**config.mk**
```make
export PLATFORM = sky130hd
export DESIGN_NAME = vr_replica_top
export DESIGN_NICKNAME = d
export VERILOG_FILES = /design/src/rtl/vr_pkg.sv /design/src/rtl/vr_log_hdr_mem.sv /design/src/rtl/vr_replica_state.sv /design/src/rtl/vr_reply_gen.sv /design/src/rtl/vr_replica_top.sv
export SDC_FILE = /design/constraint.sdc
export NUM_CORES = 1
export LEC_CHECK = 0
export BUFFER_PORTS_ARGS = -buffer_cell sky130_fd_sc_hd__buf_2
export CAP_MARGIN = 20
export CORE_MARGIN = 2
export CORE_UTILIZATION = 50
export CTS_CLUSTER_DIAMETER = 30
export DETAILED_ROUTE_END_ITERATION = 16
export PLACE_DENSITY = 0.67
export SLEW_MARGIN = 30
export SYNTH_ARGS = -nofsm -noshare
export SYNTH_HDL_FRONTEND = slang
export SYNTH_SLANG_ARGS = --single-unit
```
**constraint.sdc**
```tcl
create_clock -name clk -period 7.5 [get_ports clk]
set_input_delay 1.125 -clock clk [delete_from_list [all_inputs] [get_ports clk]]
set_output_delay 1.125 -clock clk [all_outputs]
set_load 0.02 [all_outputs]
```
**src/rtl/vr_pkg.sv**
```systemverilog
package vr_pkg;

    typedef logic [15:0] view_num_t;
    typedef logic [15:0] op_num_t;
    typedef logic [3:0]  replica_id_t;

    // Code 3 is unused and gets dropped by the state stage.
    typedef enum logic [1:0] {
        SETUP   = 2'd0,
        PREPARE = 2'd1,
        COMMIT  = 2'd2
    } vr_msg_type_e;

    typedef enum logic {
        SETUP_ACK  = 1'b0,
        PREPARE_OK = 1'b1
    } vr_reply_type_e;

    typedef struct packed {
        vr_msg_type_e msg_type;
        view_num_t    view;
        op_num_t      op_num;
        op_num_t      commit_num;
        replica_id_t  replica_id;
    } vr_msg_t;

    typedef struct packed {
        vr_reply_type_e reply_type;
        view_num_t      view;
        op_num_t        op_num;
        replica_id_t    replica_id;
        logic           check_log;
    } vr_action_t;

    typedef struct packed {
        view_num_t view;
        op_num_t   op_num;
    } log_hdr_t;

    typedef struct packed {
        vr_reply_type_e reply_type;
        view_num_t      view;
        op_num_t        op_num;
        replica_id_t    replica_id;
    } vr_reply_t;

    typedef struct packed {
        view_num_t view;
        op_num_t   commit_num;
    } vr_status_t;

endpackage

```
**src/rtl/vr_log_hdr_mem.sv**
```systemverilog
`timescale 1ns/1ps

module vr_log_hdr_mem
    import vr_pkg::*;
#(
    parameter int LOG_DEPTH = 16,
    localparam int IDX_W = $clog2(LOG_DEPTH)
) (
    input  logic             clk,
    input  logic             wr_en,
    input  logic [IDX_W-1:0] wr_addr,
    input  log_hdr_t         wr_data,
    input  logic             rd_en,
    input  logic [IDX_W-1:0] rd_addr,
    output log_hdr_t         rd_data
);

    log_hdr_t mem [LOG_DEPTH];

    always_ff @(posedge clk) begin
        if (wr_en) begin
            mem[wr_addr] <= wr_data;
        end
    end

    // Read data holds until the next read.
    always_ff @(posedge clk) begin
        if (rd_en) begin
            rd_data <= mem[rd_addr];
        end
    end

endmodule

```
**src/rtl/vr_replica_state.sv**
```systemverilog
`timescale 1ns/1ps

module vr_replica_state
    import vr_pkg::*;
#(
    parameter int LOG_DEPTH = 16,
    localparam int IDX_W = $clog2(LOG_DEPTH)
) (
    input  logic             clk,
    input  logic             arst_n,
    input  logic             msg_val,
    input  vr_msg_t          msg,
    output logic             msg_rdy,
    output logic             act_val,
    output vr_action_t       act,
    input  logic             act_rdy,
    output logic             log_wr_en,
    output logic [IDX_W-1:0] log_wr_addr,
    output log_hdr_t         log_wr_data,
    output logic             log_rd_en,
    output logic [IDX_W-1:0] log_rd_addr,
    output vr_status_t       status
);

    view_num_t   view_r;
    op_num_t     last_op_r;
    op_num_t     commit_num_r;
    replica_id_t replica_id_r;

    logic        accept;
    logic        is_setup;
    logic        same_view;
    logic        prep_cur;
    logic        op_nonzero;
    logic        do_append;
    logic        do_retx;
    logic        upd_commit;
    logic        make_act;
    op_num_t     op_behind;
    op_num_t     last_op_new;
    op_num_t     commit_cand;
    vr_action_t  act_next;

    assign msg_rdy = !act_val || act_rdy;
    assign accept  = msg_val && msg_rdy;

    assign is_setup   = msg.msg_type == SETUP;
    assign same_view  = msg.view == view_r;
    assign prep_cur   = (msg.msg_type == PREPARE) && same_view;
    assign op_nonzero = msg.op_num != '0;
    assign op_behind  = last_op_r - msg.op_num;

    assign do_append = prep_cur && op_nonzero && (msg.op_num == last_op_r + 16'd1);

    // Retransmission must still sit inside the log window.
    assign do_retx = prep_cur && op_nonzero && (msg.op_num <= last_op_r)
                     && (op_behind <= op_num_t'(LOG_DEPTH - 1));

    assign upd_commit = same_view
                        && ((msg.msg_type == PREPARE) || (msg.msg_type == COMMIT));

    assign last_op_new = (is_setup || do_append) ? msg.op_num : last_op_r;
    assign commit_cand = (msg.commit_num < last_op_new) ? msg.commit_num : last_op_new;
    assign make_act    = is_setup || do_append || do_retx;

    always_comb begin
        act_next.reply_type = PREPARE_OK;
        act_next.view       = msg.view;
        act_next.op_num     = msg.op_num;
        act_next.replica_id = replica_id_r;
        act_next.check_log  = do_retx;
        if (is_setup) begin
            act_next.reply_type = SETUP_ACK;
            act_next.replica_id = msg.replica_id;
        end
    end

    always_ff @(posedge clk or negedge arst_n) begin
        if (!arst_n) begin
            view_r       <= '0;
            last_op_r    <= '0;
            commit_num_r <= '0;
            replica_id_r <= '0;
        end else if (accept) begin
            last_op_r <= last_op_new;
            if (is_setup) begin
                view_r       <= msg.view;
                replica_id_r <= msg.replica_id;
                commit_num_r <= commit_cand;
            end else if (upd_commit && (commit_cand > commit_num_r)) begin
                commit_num_r <= commit_cand;
            end
        end
    end

    // Slot is free or drains this cycle whenever msg_rdy is high.
    always_ff @(posedge clk or negedge arst_n) begin
        if (!arst_n) begin
            act_val <= 1'b0;
        end else if (msg_rdy) begin
            act_val <= accept && make_act;
        end
    end

    always_ff @(posedge clk) begin
        if (accept && make_act) begin
            act <= act_next;
        end
    end

    assign log_wr_en          = accept && do_append;
    assign log_wr_addr        = msg.op_num[IDX_W-1:0];
    assign log_wr_data.view   = msg.view;
    assign log_wr_data.op_num = msg.op_num;

    // Read goes out as the check moves into the reply stage.
    assign log_rd_en   = act_val && act_rdy && act.check_log;
    assign log_rd_addr = act.op_num[IDX_W-1:0];

    assign status.view       = view_r;
    assign status.commit_num = commit_num_r;

    commit_le_last_op: assert property (
        @(posedge clk) disable iff (!arst_n)
        commit_num_r <= last_op_r
    );

    act_held: assert property (
        @(posedge clk) disable iff (!arst_n)
        act_val && !act_rdy |=> act_val && $stable(act)
    );

endmodule

```
**src/rtl/vr_reply_gen.sv**
```systemverilog
`timescale 1ns/1ps

module vr_reply_gen
    import vr_pkg::*;
(
    input  logic       clk,
    input  logic       arst_n,
    input  logic       act_val,
    input  vr_action_t act,
    output logic       act_rdy,
    input  log_hdr_t   log_rd_data,
    output logic       reply_val,
    output vr_reply_t  reply,
    input  logic       reply_rdy
);

    typedef enum logic [1:0] {
        S_EMPTY,
        S_CHECK,
        S_REPLY
    } gen_state_e;

    gen_state_e state;
    logic       load;
    logic       log_match;

    assign act_rdy = (state == S_EMPTY) || ((state == S_REPLY) && reply_rdy);
    assign load    = act_val && act_rdy;

    // Log entry must still belong to the same view and op.
    assign log_match = (log_rd_data.view == reply.view)
                       && (log_rd_data.op_num == reply.op_num);

    always_ff @(posedge clk or negedge arst_n) begin
        if (!arst_n) begin
            state <= S_EMPTY;
        end else if (load) begin
            state <= act.check_log ? S_CHECK : S_REPLY;
        end else if (state == S_CHECK) begin
            state <= log_match ? S_REPLY : S_EMPTY;
        end else if (act_rdy) begin
            state <= S_EMPTY;
        end
    end

    always_ff @(posedge clk) begin
        if (load) begin
            reply.reply_type <= act.reply_type;
            reply.view       <= act.view;
            reply.op_num     <= act.op_num;
            reply.replica_id <= act.replica_id;
        end
    end

    assign reply_val = state == S_REPLY;

    reply_held: assert property (
        @(posedge clk) disable iff (!arst_n)
        reply_val && !reply_rdy |=> reply_val && $stable(reply)
    );

endmodule

```
**src/rtl/vr_replica_top.sv**
```systemverilog
`timescale 1ns/1ps

module vr_replica_top
    import vr_pkg::*;
#(
    parameter int LOG_DEPTH = 16
) (
    input  logic       clk,
    input  logic       arst_n,
    input  logic       msg_val,
    input  vr_msg_t    msg,
    output logic       msg_rdy,
    output logic       reply_val,
    output vr_reply_t  reply,
    input  logic       reply_rdy,
    output vr_status_t status
);

    localparam int IDX_W = $clog2(LOG_DEPTH);

    logic             act_val;
    vr_action_t       act;
    logic             act_rdy;
    logic             log_wr_en;
    logic [IDX_W-1:0] log_wr_addr;
    log_hdr_t         log_wr_data;
    logic             log_rd_en;
    logic [IDX_W-1:0] log_rd_addr;
    log_hdr_t         log_rd_data;

    vr_replica_state #(
        .LOG_DEPTH (LOG_DEPTH)
    ) state0 (
        .clk         (clk),
        .arst_n      (arst_n),
        .msg_val     (msg_val),
        .msg         (msg),
        .msg_rdy     (msg_rdy),
        .act_val     (act_val),
        .act         (act),
        .act_rdy     (act_rdy),
        .log_wr_en   (log_wr_en),
        .log_wr_addr (log_wr_addr),
        .log_wr_data (log_wr_data),
        .log_rd_en   (log_rd_en),
        .log_rd_addr (log_rd_addr),
        .status      (status)
    );

    vr_log_hdr_mem #(
        .LOG_DEPTH (LOG_DEPTH)
    ) log_mem0 (
        .clk     (clk),
        .wr_en   (log_wr_en),
        .wr_addr (log_wr_addr),
        .wr_data (log_wr_data),
        .rd_en   (log_rd_en),
        .rd_addr (log_rd_addr),
        .rd_data (log_rd_data)
    );

    vr_reply_gen reply0 (
        .clk         (clk),
        .arst_n      (arst_n),
        .act_val     (act_val),
        .act         (act),
        .act_rdy     (act_rdy),
        .log_rd_data (log_rd_data),
        .reply_val   (reply_val),
        .reply       (reply),
        .reply_rdy   (reply_rdy)
    );

endmodule

```
Yosys cells after proc, flatten, opt, wreduce, memory -nomap -nowiden
Memories as Yosys holds them, arrays and structs flattened. A register that Yosys moved wholly into a read port is not among the register bits.
Index checks and enable logic that the tools add are counted.
{ "totals": {"input_bits": 58, "romBits": 0, "out_inout_bits": 71, "latch_bits": 0, "memories": 1, "elab_cells": 70, "regBits": 130, "mem_bits_rw": 512} }
{ "classes": {"add_sub_neg": 2, "eq_ne": 8, "bitwise": 0, "mul": 0, "shift": 0, "div_mod_pow": 0, "muxes": 13, "magnitude_cmp": 4, "n_reduce_logical": 27} }
{ "mem_list": {"columns": ["memory", "words", "word_bits", "read_ports", "rd_ports_with_merged_regs", "write_ports", "line_no", "source"], "rows": [
  ["log_mem0.mem", 16, 32, 1, 1, 1, "vr_log_hdr_mem.sv:18", "log_hdr_t mem [LOG_DEPTH];"]
]} }
{ "ops": {"columns": ["op", "count"], "rows": [
  ["16-bit == test", 4],
  ["16-bit two-way mux", 4],
  ["16-bit by 1-bit adder with 16-bit output (second input constant)", 1],
  ["16-bit greater-than comparator", 1],
  ["16-bit less-or-equal comparator", 1],
  ["16-bit by 4-bit less-or-equal comparator with 1-bit output (second input constant)", 1],
  ["16-bit less-than comparator", 1],
  ["16-bit nonzero test", 1],
  ["16-bit subtractor", 1],
  ["1-bit logical AND", 14],
  ["2-bit two-way mux", 5],
  ["1-bit logical OR", 5],
  ["2-bit by 1-bit == test with 1-bit output (second input constant)", 2],
  ["2-bit == test (second input constant)", 2],
  ["2-bit zero test", 2],
  ["4-bit two-way mux", 1],
  ["2-bit AND reduction", 2],
  ["1-bit two-way mux", 3],
  ["3-bit nonzero test", 1],
  ["2-bit nonzero test", 1],
  ["1-bit zero test", 1]
]} }

Depth between registers and ports, before layout
Gate-level depths: netlist (run 1).
{ "logic_depth": {"ltp_word": 12, "ltp_mapped": 33, "mapped_depth_nobuf": 27} }

Hierarchy
A second synthesis (run 1) with hierarchy kept.
{ "unflattened": {"cells_unflattened": 1646, "hier_area_um2": 28746.3} }
{ "by_module_without_submodules": {"columns": ["module", "area_per_inst_um2", "n_inst", "cells_each", "seq_area_each_um2"], "rows": [
  ["vr_log_hdr_mem", 20174.3, 1, 838, 16335.7],
  ["vr_replica_state", 6999.2, 1, 716, 2467.4],
  ["vr_reply_gen", 1572.8, 1, 92, 1161.1]
]} }

Least setup slack after synthesis (run 1)
No wires, ideal clock.
{ "synth_timing": {"kind": "input-to-reg", "startpoint": "input msg[42] in the netlist's numbering", "endpoint": "register state0.commit_num_r[15]", "setup_ps": 104, "arrival_ps": 6451, "n_path_buf": 6, "stages": 31, "path_slack_ps": 945, "cell_sequence": "xnor2_1 > nand4_1 > nor4_1 > nand3_1 > nor4_2 > a31oi_1 > buf_6 > buf_4 > mux2i_1 > ha_1 > and4_1 > a21oi_1 > nand2_1 > a211oi_1 > and3b_1 > buf_1 > a21oi_2 > buf_4 > mux2i_1 > ha_1 > a21o_1 > a21oi_1 > nor2b_1 > o21ai_0 > a21oi_1 > a211oi_1 > a211o_1 > clkbuf_1 > clkbuf_1 > nand2_1 > o311ai_1"} }
{ "synth_between": {"elab_chain_len": 12, "elab_cells_between_ends": 15, "cone_classes": "2 x order compare; 1 x eq/ne; 4 x mux; 8 x reduce/logical"} }
{ "synth_lines": {"columns": ["element", "line_no", "source"], "rows": [
  ["from (decl)", "vr_replica_top.sv:11", "input vr_msg_t msg,"],
  ["16-bit == test (*)", "vr_replica_state.sv:48", "assign same_view = msg.view == view_r;"],
  ["1-bit logical AND (*)", "vr_replica_state.sv:49", "assign prep_cur = (msg.msg_type == PREPARE) && same_view;"],
  ["1-bit logical AND (*) (2 in a row)", "vr_replica_state.sv:53", "assign do_append = prep_cur && op_nonzero && (msg.op_num == last_op_r + 16'd1);"],
  ["1-bit logical OR (*)", "vr_replica_state.sv:62", "assign last_op_new = (is_setup || do_append) ? msg.op_num : last_op_r;"],
  ["16-bit two-way mux (*)", "vr_replica_state.sv:62", null],
  ["16-bit less-than comparator", "vr_replica_state.sv:63", "assign commit_cand = (msg.commit_num < last_op_new) ? msg.commit_num : last_op_new;"],
  ["16-bit two-way mux (*)", "vr_replica_state.sv:63", null],
  ["via state0.commit_cand[9]", "vr_replica_state.sv:41", "op_num_t commit_cand;"],
  ["16-bit greater-than comparator (*)", "vr_replica_state.sv:90", "end else if (upd_commit && (commit_cand > commit_num_r)) begin"],
  ["1-bit logical AND (*)", "vr_replica_state.sv:90", null],
  ["2-bit nonzero test (no line) (*)", null, null],
  ["2-bit AND reduction (no line) (*)", null, null],
  ["to (signal assigned)", "vr_replica_state.sv:89", "commit_num_r <= commit_cand;"],
  ["to (signal assigned)", "vr_replica_state.sv:91", "commit_num_r <= commit_cand;"],
  ["to (decl)", "vr_replica_state.sv:27", "op_num_t commit_num_r;"]
]} }
Mark *: on every way through the listed nets, which the timed path passes. The rest lies on a longest branch. The select of a mux whose other input is x is not followed.
A chain may end at the register's enable or synchronous reset.

Worst setup path after layout (run 1)
{ "layout_timing": {"startpoint": "input msg[42] in the netlist's numbering", "endpoint": "register state0.commit_num_r[3]"} }
The elaborated chain is that of the path after synthesis.

==> impl_summary.log, run 1 <==
[metrics] PortBufs: 128
[metrics] peak clock frequency supported by timing: 144 MHz
[metrics] Ant. Diodes: 0
[metrics] Max Slew Vio Count: 0
[metrics] ports placed on the boundary: 129
[metrics] Top FF cell, synth: sky130_fd_sc_hd__edfxtp_1
[metrics] Finish-stage setup viols: 0
[metrics] Total Die Area: 57800 um^2
[metrics] RSZ-0062 raised after global routing: no
[metrics] Die Span Y: 241 um
[metrics] Max stage delay cell, worst path: sky130_fd_sc_hd__nor4_1
[metrics] Core Box Area: 55200 um^2
[metrics] maximum number of pins on one net before global-route repair: 67
[metrics] min Tclk post-route: 6.93 ns
[metrics] Post-Syn Area: 28000 um^2
[metrics] fraction of final layout cells sized beyond drive strength 1: 34.2%
[metrics] maximum fanout along the worst path: 20
[metrics] Total Nets Final: 1861
[metrics] DR vias: 15334
[metrics] mean number of vias per cell: 5.88
[metrics] count of maximum capacitance violations: 0
[metrics] post-layout util: 62.9%
[metrics] layout overhead on the synthesized area: 24.1%
[metrics] Gates resized, CTS repair: 0
[metrics] later-pin clock latency in the skew report: 0.72 ns
[metrics] power density cells: 326 nW/um^2
[metrics] number of distinct standard cells referenced by the synthesized netlist: 60
[metrics] total wirelength of the detailed-routed design: 69.4 mm
[metrics] buffer cell driving the clock tree root: sky130_fd_sc_hd__clkbuf_16
[metrics] Worst setup EP type: register
[metrics] total number of placement rows: 86
[metrics] worst slack after detailed placement: 0.0697 ns
[metrics] clock sink total: 674
[metrics] worst ir drop on vdd: 0.228 mV
[metrics] die boundary width: 241 um
[metrics] status: finished clean
[metrics] overall overflow remaining after global route: 0
[metrics] pin slew with the least headroom to its limit: 0.973 ns
[metrics] post-CTS repair timing setup buffer count: 0
[metrics] number of H-tree branching levels: 4
[metrics] GRT Total Usage: 25.0%
[metrics] average cell area after synthesis: 19.0 um^2
[metrics] DRC: 0
[metrics] path type of the worst min-delay path: reg2reg
[metrics] number of nets still failing antenna checks after routing: 0
[metrics] antenna violations before repair: 1
[metrics] Post-synth ARST share: 8.16%
[metrics] wire length per cell after detailed routing: 26.6 um
[metrics] maximum single-stage delay on the critical path: 0.51 ns
[metrics] Worst Path Arrival: 7.50 ns
[metrics] number of endpoints with negative hold slack in the final report: 0
[metrics] clock input transition at the sequential cells of the worst setup and hold paths: 0.05 ns
[metrics] clock tree from TritonCTS: built
[metrics] placed wire-length estimate: 41.0 mm
[metrics] proportion of synthesized chip area in sequential cells: 71.4%
[metrics] type of element launching the critical path: input pin
[metrics] relative max-transition margin: 34.6%
[metrics] total nets after synthesis: 1585
[metrics] Synth Register Bits: 674
[metrics] clock skew: 0.0316 ns
[metrics] worst setup path category: in2reg
[metrics] maximum clock path buffer count: 3
[metrics] final-layout setup total negative slack: 0 ns
[metrics] data required time at the worst endpoint: 8.08 ns
[metrics] final estimated routing congestion in global placement: 0.854
[metrics] global-route wire length before repair: 102 mm
[metrics] number of synthesis warnings: 0
[metrics] worst path setup slack after routing: 0.573 ns
[metrics] number of enable flip-flop cells after synthesis: 619
[metrics] first-pass iteration count of the detailed router: 5
[metrics] initial standard-cell utilization of the core: 50.7%
[metrics] total of hold buffers inserted after clock tree synthesis: 0
[metrics] via count of the first global-routing pass: 15906
[metrics] TritonCTS Buffers: 131
[metrics] period utilisation layout: 92.4%
[metrics] cell count after synthesis: 1476
[metrics] initial DRC count: 1573
[metrics] Static Leakage: 12.2 nW
==> critical path: cells and delay by family <==
family / cells / cell delay (ns)
mux: 2 / 0.35
fa+ha+maj: 2 / 0.58
xor+xnor: 1 / 0.44
simple gates: 6 / 1.58
compound gates: 15 / 2.41
buf+inv: 5 / 0.98
==> final cells by class <==
| class | count | area, um^2 |
|---|---|---|
| clock inverter | 82 | 1030 |
| tap | 748 | 936 |
| multi-input combinational | 672 | 7620 |
| timing repair buffer | 210 | 1420 |
| inverter | 63 | 236 |
| clock buffer | 159 | 3520 |
| fill | 3804 | 20500 |
| sequential | 674 | 20000 |
==> power by group <==
| group | internal, mW | switching, mW |
|---|---|---|
| clock network | 3.98 | 1.95 |
| logic | 0.445 | 0.607 |
| registers | 4.22 | 0.121 |
==> sequential cells by signal, indices dropped and copies added, names as in the netlist, 2 cells and up <==
| register | count |
|---|---|
| reply0.reply | 37 |
| state0.commit_num_r | 16 |
| log_mem0.mem | 512 |
| state0.replica_id_r | 4 |
| state0.last_op_r | 16 |
| state0.act | 38 |
| state0.view_r | 16 |
| log_mem0.rd_data | 32 |
| reply0.state | 2 |
==> path summary, 6_finish.rpt <==
check                                  from                      end  slack, ns  cells after the start
setup / recovery                    msg[42]   state0.commit_num_r[3]       0.57                     31
hold / removal               state0.act[31]         reply0.reply[30]       0.41                      0
setup reg to reg           state0.view_r[6]   state0.commit_num_r[3]       0.83                     30
hold reg to reg              state0.act[31]         reply0.reply[30]       0.41                      0
max in group asynchronous            arst_n        state0.view_r[10]       6.30                      2
min in group asynchronous            arst_n  state0.commit_num_r[13]       0.61                      2
==> cells in the final DEF (no fill, tap or decap), drive strengths merged, types with 11 or more instances in the layout <==
| master | synthesis | final |
|---|---|---|
| a21oi | 19 | 19 |
| a2111o | 15 | 15 |
| inv | 63 | 75 |
| buf | 24 | 210 |
| nand2 | 49 | 49 |
| nor4 | 18 | 18 |
| edfxtp | 619 | 619 |
| nand4 | 24 | 24 |
| clkbuf | 43 | 159 |
| nand3 | 11 | 11 |
| nor2 | 37 | 37 |
| xor2 | 24 | 24 |
| clkinv | 0 | 43 |
| ha | 50 | 50 |
| o311ai | 15 | 15 |
| nor3 | 15 | 15 |
| mux2 | 26 | 26 |
| mux2i | 36 | 36 |
| dfrtp | 55 | 55 |
| mux4 | 160 | 160 |
| xnor2 | 43 | 43 |
| bufinv | 0 | 18 |
| o21ai | 40 | 40 |
==> per-layer routing <==
layer  GRT usage, %  vias to the layer above  wire, um
li1               -                     6605         -
met1           34.7                     7998     28800
met2           39.8                      633     34200
met3           5.49                       96      5030
met4           7.91                        2      1320
met5              0                        -         7
==> synthesized netlist by cell type (all sizes together) (18+ instances only) <==
cell type	instances	area share, %
nor2	37	0.50
o21ai	40	0.72
a21oi	19	0.35
ha	50	2.2
clkbuf	43	0.58
nand4	24	0.56
nor4	18	0.42
buf	24	0.47
mux2i	36	1.3
edfxtp	619	66
dfrtp	55	4.9
nand2	49	0.66
mux2	26	1.1
inv	63	0.85
xnor2	43	1.3
xor2	24	0.75
mux4	160	13
==> per-stage QoR <==
stage                     power [mW]  cells  hold slack, ns  cell area [um^2]
final                           11.3   2608           0.405             34700
after global placement          5.43   2366           0.401             30100
after floorplan                 5.04   1476           0.400             28000
after CTS                       11.4   2608           0.411             34700
after detailed placement        5.46   2367           0.405             30200
after global routing            11.7   2608           0.419             34700
==> logic make-up after synthesis <==
group / after synthesis / share of synthesized area (%)
buffers and inverters: 130 / 1.89
adders and majority gates: 51 / 2.31
DFF: 674 / 71.4
and+or+nand+nor: 195 / 3.63
AOI/OAI and AO/OA: 137 / 3.46
muxes: 222 / 15.2
xor gates and xnor gates: 67 / 2.10
No activity file was read; power rests on OpenSTA's default activity.
==> run 2, diff against run 1 <==
--- a/config.mk
+++ b/config.mk
@@ -15,4 +15,5 @@
 export SLEW_MARGIN = 30
 export SYNTH_ARGS = -nofsm -noshare
 export SYNTH_HDL_FRONTEND = slang
+export SYNTH_HIERARCHICAL = 1
 export SYNTH_SLANG_ARGS = --single-unit
==> impl_summary.log, run 2 <==
[metrics] period utilisation layout: 92.2% (-0.14 points)
[metrics] clock sink total: 674 (unchanged)
[metrics] Worst setup EP type: register
[metrics] Critical path destination: state0/commit_num_r[11]
[metrics] worst reg2reg path endpoint: state0/commit_num_r[11]
[metrics] antenna violations before repair: 1 (unchanged)
[metrics] total wirelength of the detailed-routed design: 75.5 mm (+8.8%)
[metrics] layout overhead on the synthesized area: 20.6%
[metrics] count of maximum capacitance violations: 0 (unchanged)
[metrics] overall overflow remaining after global route: 0 (unchanged)
[metrics] worst path setup slack after routing: 0.584 ns (+0.0108 ns)
[metrics] Synth Register Bits: 674 (unchanged)
[metrics] Worst Reg2Reg Path Length in Cells: 30 (unchanged)
[metrics] buffer cell driving the clock tree root: sky130_fd_sc_hd__clkbuf_16
[metrics] pin slew with the least headroom to its limit: 0.989 ns (+0.0167 ns)
[metrics] clock skew: 0.0229 ns (-0.00869 ns)
[metrics] clock input transition at the sequential cells of the worst setup and hold paths: 0.05 ns (about the same)
[metrics] peak clock frequency supported by timing: 145 MHz (+0.16%)
[metrics] status: finished clean
[metrics] DRC: 0 (unchanged)
[metrics] total number of placement rows: 87 (+1.2%)
[metrics] top cells by instance count after synthesis: sky130_fd_sc_hd__edfxtp_1 (619), sky130_fd_sc_hd__mux4_2 (128), sky130_fd_sc_hd__nand2_1 (96)
[metrics] number of synthesis warnings: 6 (+6)
[metrics] worst flop-to-flop path startpoint: state0/last_op_r[0]
[metrics] fill cell total of the finished layout: 4083 (+7.3%)
[metrics] CP most frequent cell: sky130_fd_sc_hd__o21a_1
[metrics] TritonCTS Buffers: 114 (-13%)
[metrics] Die Span Y: 244 um (+1.4%)
[metrics] worst setup path category: in2reg
[metrics] Placed Area: 30600 um^2 (+1.5%)
[metrics] most flop-heavy register: log_mem0/mem
[metrics] RSZ-0062 raised after global routing: no
[metrics] maximum number of pins on one net before global-route repair: 109 (+63%)
[metrics] power density cells: 310 nW/um^2 (-5.0%)
[metrics] Gates resized, CTS repair: 0 (unchanged)
[metrics] initial standard-cell utilization of the core: 50.8% (+0.11 points)
[metrics] Finish-stage setup viols: 0 (unchanged)
[metrics] DR vias: 16563 (+8.0%)
[metrics] largest cells by area after synthesis: sky130_fd_sc_hd__edfxtp_1 (65%), sky130_fd_sc_hd__mux4_2 (10%), sky130_fd_sc_hd__dfrtp_1 (4.8%)
[metrics] buffers plus inverters on the worst setup path: 6 (+1)
[metrics] data required time at the worst endpoint: 8.01 ns (-0.07 ns)
[metrics] kind of cell adding the most delay to the critical path: compound AO/OA/AOI/OAI gates
[metrics] maximum fanout along the worst path: 32 (+60%)
[metrics] leading cell type in the layout, fill and taps excluded: sky130_fd_sc_hd__edfxtp_1
[metrics] post-CTS repair timing setup buffer count: 0 (unchanged)
[metrics] average cell area after synthesis: 17.5 um^2 (-7.8%)
[metrics] ports placed on the boundary: 129 (unchanged)
[metrics] cell count after synthesis: 1646 (+12%)
[metrics] area share of the largest cell type after synthesis: 64.7% (-1.8 points)
[metrics] relative max-transition margin: 33.9% (-0.67 points)
[metrics] mean number of vias per cell: 6.08 (+3.5%)
[metrics] maximum single-stage delay on the critical path: 0.52 ns (about the same)
[metrics] worst ir drop on vdd: 0.193 mV (-15%)
[metrics] placed wire-length estimate: 46.2 mm (+13%)
[metrics] number of enable flip-flop cells after synthesis: 619 (unchanged)
[metrics] Total Die Area: 59400 um^2 (+2.7%)
[metrics] crit path from: msg[38]
[metrics] maximum clock path buffer count: 3 (unchanged)
[metrics] most frequent cells in the layout: sky130_fd_sc_hd__edfxtp_1 (619), sky130_fd_sc_hd__buf_2 (128), sky130_fd_sc_hd__mux4_2 (128)
[metrics] number of H-tree branching levels: 3 (-1)
[metrics] GRT Total Usage: 25.7% (+0.72 points)
[metrics] final-layout setup total negative slack: 0 ns (unchanged)
[metrics] Post-synth ARST share: 8.16% (unchanged)
[metrics] Largest register FFs: 512 (unchanged)
[metrics] cell type with the highest aggregate area in the netlist: sky130_fd_sc_hd__edfxtp_1
[metrics] Core Box Area: 56600 um^2 (+2.5%)
[metrics] global-route wire length before repair: 111 mm (+8.6%)
[metrics] fraction of final layout cells sized beyond drive strength 1: 32.1% (-2.0 points)
[metrics] path type of the worst min-delay path: reg2reg
[metrics] Total Nets Final: 1975 (+6.1%)
[metrics] clock tree from TritonCTS: built
[metrics] Max Slew Vio Count: 0 (unchanged)
[metrics] Post-Syn Area: 28700 um^2 (+2.8%)
[metrics] Static Leakage: 12.1 nW (-0.66%)
[metrics] wire length per cell after detailed routing: 27.7 um (+4.2%)
[metrics] number of endpoints with negative hold slack in the final report: 0 (unchanged)
[metrics] min Tclk post-route: 6.92 ns (-0.0108 ns)
[metrics] number of nets still failing antenna checks after routing: 0 (unchanged)
[metrics] total nets after synthesis: 1753 (+11%)
[metrics] first-pass iteration count of the detailed router: 5 (unchanged)
[metrics] type of element launching the critical path: input pin
[metrics] initial DRC count: 1718 (+9.2%)
[metrics] Layout Cell Area excl Fill: 34700 um^2 (-0.10%)
[metrics] total of hold buffers inserted after clock tree synthesis: 0 (unchanged)
[metrics] Worst Path Arrival: 7.42 ns (-0.08 ns)
[metrics] critical path depth in cells: 31 (unchanged)
[metrics] Max stage delay cell, worst path: sky130_fd_sc_hd__nor4_1
[metrics] most repeated cell in the gate-level netlist after synthesis: sky130_fd_sc_hd__edfxtp_1
[metrics] final estimated routing congestion in global placement: 0.915 (+7.0%)
[metrics] register-to-register setup slack: 0.64 ns (-0.19 ns)
[metrics] die boundary width: 244 um (+1.4%)
[metrics] top flop regs: log_mem0/mem (512), state0/act (38), reply0/reply (37)
[metrics] via count of the first global-routing pass: 16819 (+5.7%)
[metrics] Top FF cell, synth: sky130_fd_sc_hd__edfxtp_1
[metrics] worst slack after detailed placement: -0.0182 ns (-0.0879 ns)
[metrics] number of distinct standard cells referenced by the synthesized netlist: 78 (+30%)
[metrics] proportion of synthesized chip area in sequential cells: 69.4% (-1.9 points)
[metrics] PortBufs: 128 (unchanged)
[metrics] post-layout util: 61.3% (-1.6 points)
[metrics] later-pin clock latency in the skew report: 0.65 ns (-0.07 ns)
## run 2: power by group
part	internal, mW	total (mW)	leakage (nW)	switching, mW
Clock	3.52	5.35	1.93	1.82
Combinational	0.416	1.10	3.96	0.689
Sequential	4.20	4.30	6.24	0.0983
## run 2: cell type report
type	count	area [um^2]	share of cell area, %
Timing Repair Buffer	219	1460	4.22
Tap cell	756	946	2.73
Sequential cell	674	20000	57.6
Clock buffer	124	2890	8.33
Inverter	65	244	0.704
Clock inverter	90	1130	3.26
Multi-Input combinational cell	794	8040	23.2
Antenna cell	1	2.50	0.00722
## run 2: cells by family (layout without fill, tap and decap cells)
family | after synthesis | in the layout | share of synthesized area [%]
AND/OR/NAND/NOR | 275 | 275 | 5.14
adder cells (fa/ha/maj) | 53 | 53 | 2.30
multiplexers | 170 | 170 | 11.6
flip-flops | 674 | 674 | 69.4
AO/OA/AOI/OAI | 228 | 228 | 6.22
other | 0 | 1 | 0
buffers and inverters | 178 | 498 | 3.19
XOR/XNOR | 68 | 68 | 2.07
## run 2: layer usage
layer / vias up / wire length, um / global-route usage (%)
met4: 0 / 2070 / 8.75
li1: 7042 / - / -
met3: 130 / 5540 / 4.08
met5: - / 0 / 0
met2: 733 / 38200 / 43.2
met1: 8658 / 29600 / 34.3
## run 2: per-stage QoR
stage                     instances  hold WS [ns]  power (mW)
after floorplan                1646         0.400        5.07
after global placement         2505         0.401        5.45
after detailed placement       2507         0.405        5.46
after CTS                      2721         0.406        10.8
after global routing           2722         0.405        11.1
final                          2723         0.398        10.7
## run 2: worst min-delay path by stage
stage	depth (start not counted)	to	slack [ns]	from
after global placement	0	reply0/reply[32]	0.40	state0/act[33]
after global routing	0	reply0/reply[12]	0.40	state0/act[13]
after CTS	0	reply0/reply[12]	0.41	state0/act[13]
after detailed placement	0	reply0/reply[12]	0.40	state0/act[13]
final	0	reply0/reply[12]	0.40	state0/act[13]
after floorplan	0	reply0/reply[0]	0.40	state0/act[1]
## run 2: worst register-to-register path: cells and delay by family (launching register included)
kind                     cells  cell delay (ns)
AND/OR/NAND/NOR              7             1.34
AO/OA/AOI/OAI               15             2.79
buffers and inverters        4             0.90
flip-flops                   1             0.49
adder cells (fa/ha/maj)      3             0.85
multiplexers                 1             0.35
==> run 3, diff against run 2 <==
==> constraint.sdc (replaced) <==
create_clock -name clk -period 7.5 [get_ports clk]
set_input_delay 0.75 -clock clk [delete_from_list [all_inputs] [get_ports clk]]
set_output_delay 0.75 -clock clk [all_outputs]
set_load 0.02 [all_outputs]
==> impl_summary.log, run 3 (synthesized netlist as in run 2, its figures left out) <==
[metrics] global-route wire length before repair: 110 mm (-0.73%)
[metrics] worst reg2reg path endpoint: state0/commit_num_r[5]
[metrics] DR WL met2: 38.0 mm (-0.74%)
[metrics] most frequent cells in the layout: sky130_fd_sc_hd__edfxtp_1 (619), sky130_fd_sc_hd__buf_2 (128), sky130_fd_sc_hd__mux4_2 (128)
[metrics] most flop-heavy register: log_mem0/mem
[metrics] power density cells: 307 nW/um^2 (-0.90%)
[metrics] Total Die Area: 59400 um^2 (unchanged)
[metrics] wire length per cell after detailed routing: 27.6 um (-0.37%)
[metrics] Multi-input gate area: 8040 um^2 (about the same)
[metrics] later-pin clock latency in the skew report: 0.68 ns (+0.03 ns)
[metrics] Finish-stage setup viols: 0 (unchanged)
[metrics] RSZ-0062 raised after global routing: no
[metrics] Ant. Diodes: 0 (-1)
[metrics] maximum fanout along the worst path: 36 (+13%)
[metrics] number of nets still failing antenna checks after routing: 0 (unchanged)
[metrics] Die Span Y: 244 um (unchanged)
[metrics] clock sink total: 674 (unchanged)
[metrics] Placed Area: 30400 um^2 (-0.67%)
[metrics] DR vias: 16445 (-0.71%)
[metrics] placed wire-length estimate: 44.8 mm (-3.0%)
[metrics] data required time at the worst endpoint: 8.00 ns (about the same)
[metrics] initial DRC count: 1546 (-10%)
[metrics] antenna violations before repair: 1 (unchanged)
[metrics] Worst Reg2Reg Path Length in Cells: 29 (-3.3%)
[metrics] worst ir drop on vdd: 0.212 mV (+9.7%)
[metrics] via count of the first global-routing pass: 16855 (+0.21%)
[metrics] maximum single-stage delay on the critical path: 0.49 ns (-0.03 ns)
[metrics] count of maximum capacitance violations: 0 (unchanged)
[metrics] TritonCTS Buffers: 113 (-0.88%)
[metrics] maximum number of pins on one net before global-route repair: 130 (+19%)
[metrics] type of element launching the critical path: register
[metrics] M1 wire length: 29.8 mm (+0.64%)
[metrics] mean number of vias per cell: 6.08 (about the same)
[metrics] Core Box Area: 56600 um^2 (unchanged)
[metrics] register-to-register setup slack: 0.49 ns (-0.15 ns)
[metrics] peak clock frequency supported by timing: 143 MHz (-1.4%)
[metrics] Max stage delay cell, worst path: sky130_fd_sc_hd__dfrtp_1
[metrics] fill cell total of the finished layout: 4070 (-0.32%)
[metrics] number of H-tree branching levels: 3 (unchanged)
[metrics] worst path setup slack after routing: 0.486 ns (-0.0977 ns)
[metrics] buffer cell driving the clock tree root: sky130_fd_sc_hd__clkbuf_16
[metrics] crit path from: state0/last_op_r[1]
[metrics] fraction of final layout cells sized beyond drive strength 1: 31.6% (-0.51 points)
[metrics] maximum clock path buffer count: 3 (unchanged)
[metrics] Met3 Wirelength: 4.90 mm (-12%)
[metrics] top routing layer used: met4
[metrics] Total Nets Final: 1957 (-0.91%)
[metrics] leading cell type in the layout, fill and taps excluded: sky130_fd_sc_hd__edfxtp_1
[metrics] path type of the worst min-delay path: in2async
[metrics] pin slew with the least headroom to its limit: 0.972 ns (-0.0177 ns)
[metrics] layout overhead on the synthesized area: 19.6%
[metrics] relative max-transition margin: 35.1% (+1.2 points)
[metrics] worst slack after detailed placement: 0.00268 ns (+0.0209 ns)
[metrics] number of endpoints with negative hold slack in the final report: 0 (unchanged)
[metrics] first-pass iteration count of the detailed router: 5 (unchanged)
[metrics] Static Leakage: 11.9 nW (-1.5%)
[metrics] post-CTS repair timing setup buffer count: 0 (unchanged)
[metrics] top flop regs: log_mem0/mem (512), state0/act (38), reply0/reply (37)
[metrics] PortBufs: 128 (unchanged)
[metrics] Critical path destination: state0/commit_num_r[5]
[metrics] total wirelength of the detailed-routed design: 74.7 mm (-0.99%)
[metrics] ports placed on the boundary: 129 (unchanged)
[metrics] GRT Total Usage: 25.4% (-0.28 points)
[metrics] Worst setup EP type: register
[metrics] Largest register FFs: 512 (unchanged)
[metrics] status: finished clean
[metrics] worst setup path category: reg2reg
[metrics] clock input transition at the sequential cells of the worst setup and hold paths: 0.05 ns (about the same)
[metrics] die boundary width: 244 um (unchanged)
[metrics] total number of placement rows: 87 (unchanged)
[metrics] DRC: 0 (unchanged)
[metrics] final estimated routing congestion in global placement: 0.885 (-3.2%)
[metrics] register cell area after layout: 20000 um^2 (unchanged)
[metrics] Max Slew Vio Count: 0 (unchanged)
[metrics] min Tclk post-route: 7.01 ns (+0.0977 ns)
[metrics] Worst Path Arrival: 7.51 ns (+0.09 ns)
[metrics] worst flop-to-flop path startpoint: state0/last_op_r[1]
[metrics] clock tree from TritonCTS: built
[metrics] initial standard-cell utilization of the core: 50.8% (unchanged)
[metrics] period utilisation layout: 93.5% (+1.3 points)
[metrics] Layout Cell Area excl Fill: 34400 um^2 (-0.86%)
[metrics] overall overflow remaining after global route: 0 (unchanged)
[metrics] post-layout util: 60.7% (-0.52 points)
[metrics] final-layout setup total negative slack: 0 ns (unchanged)
[metrics] clock skew: 0.0643 ns (+0.0413 ns)
[metrics] total of hold buffers inserted after clock tree synthesis: 0 (unchanged)
[run 3: timing repair]
item                       4_1_cts  5_1_grt
resized for setup                0        1
hold endpoints to repair         0        0
setup endpoints to repair        0        1
[run 3: worst min path at each step]
stage / start / end / slack, ns / depth (start not counted)
finish: arst_n / state0/view_r[4] / 0.25 / 2
CTS: arst_n / state0/view_r[4] / 0.27 / 2
global route: arst_n / reply0/state[1] / 0.30 / 2
global placement: state0/act[11] / reply0/reply[10] / 0.40 / 0
detailed placement: state0/act[30] / reply0/reply[29] / 0.40 / 0
floorplan: state0/act[1] / reply0/reply[0] / 0.40 / 0
[run 3: final cells by class]
cell class                      count  share of cell area, %
Timing Repair Buffer              202                   3.61
Sequential cell                   674                   58.1
Clock buffer                      121                   8.31
Clock inverter                     94                   3.17
Tap cell                          756                   2.75
Multi-Input combinational cell    794                   23.4
Inverter                           65                  0.710
[run 3: through the flow]
stage	hold WS [ns]	instances	total power, mW
floorplan	0.400	1646	5.07
global placement	0.401	2489	5.42
detailed placement	0.405	2491	5.44
CTS	0.266	2706	10.6
global route	0.300	2706	10.9
finish	0.245	2706	10.6
[run 3: routing by layer]
layer	up-vias	global-route usage (%)
met1	8622	33.9
met3	127	4.24
li1	7016	-
met5	-	0
met4	0	8.45
met2	680	42.7
[run 3: where the power goes]
| part | internal [mW] | switching, mW |
|---|---|---|
| Clock | 3.29 | 1.88 |
| Sequential | 4.20 | 0.0997 |
| Combinational | 0.402 | 0.683 |
| Total | 7.89 | 2.67 |
[run 3: critical path, delay by kind of cell (launching register included)]
kind / cells / cell delay, ns
compound gates: 12 / 2.71
flops: 1 / 0.49
mux: 2 / 0.64
simple gates: 7 / 1.17
fa+ha+maj: 3 / 0.96
buf+inv: 5 / 0.88
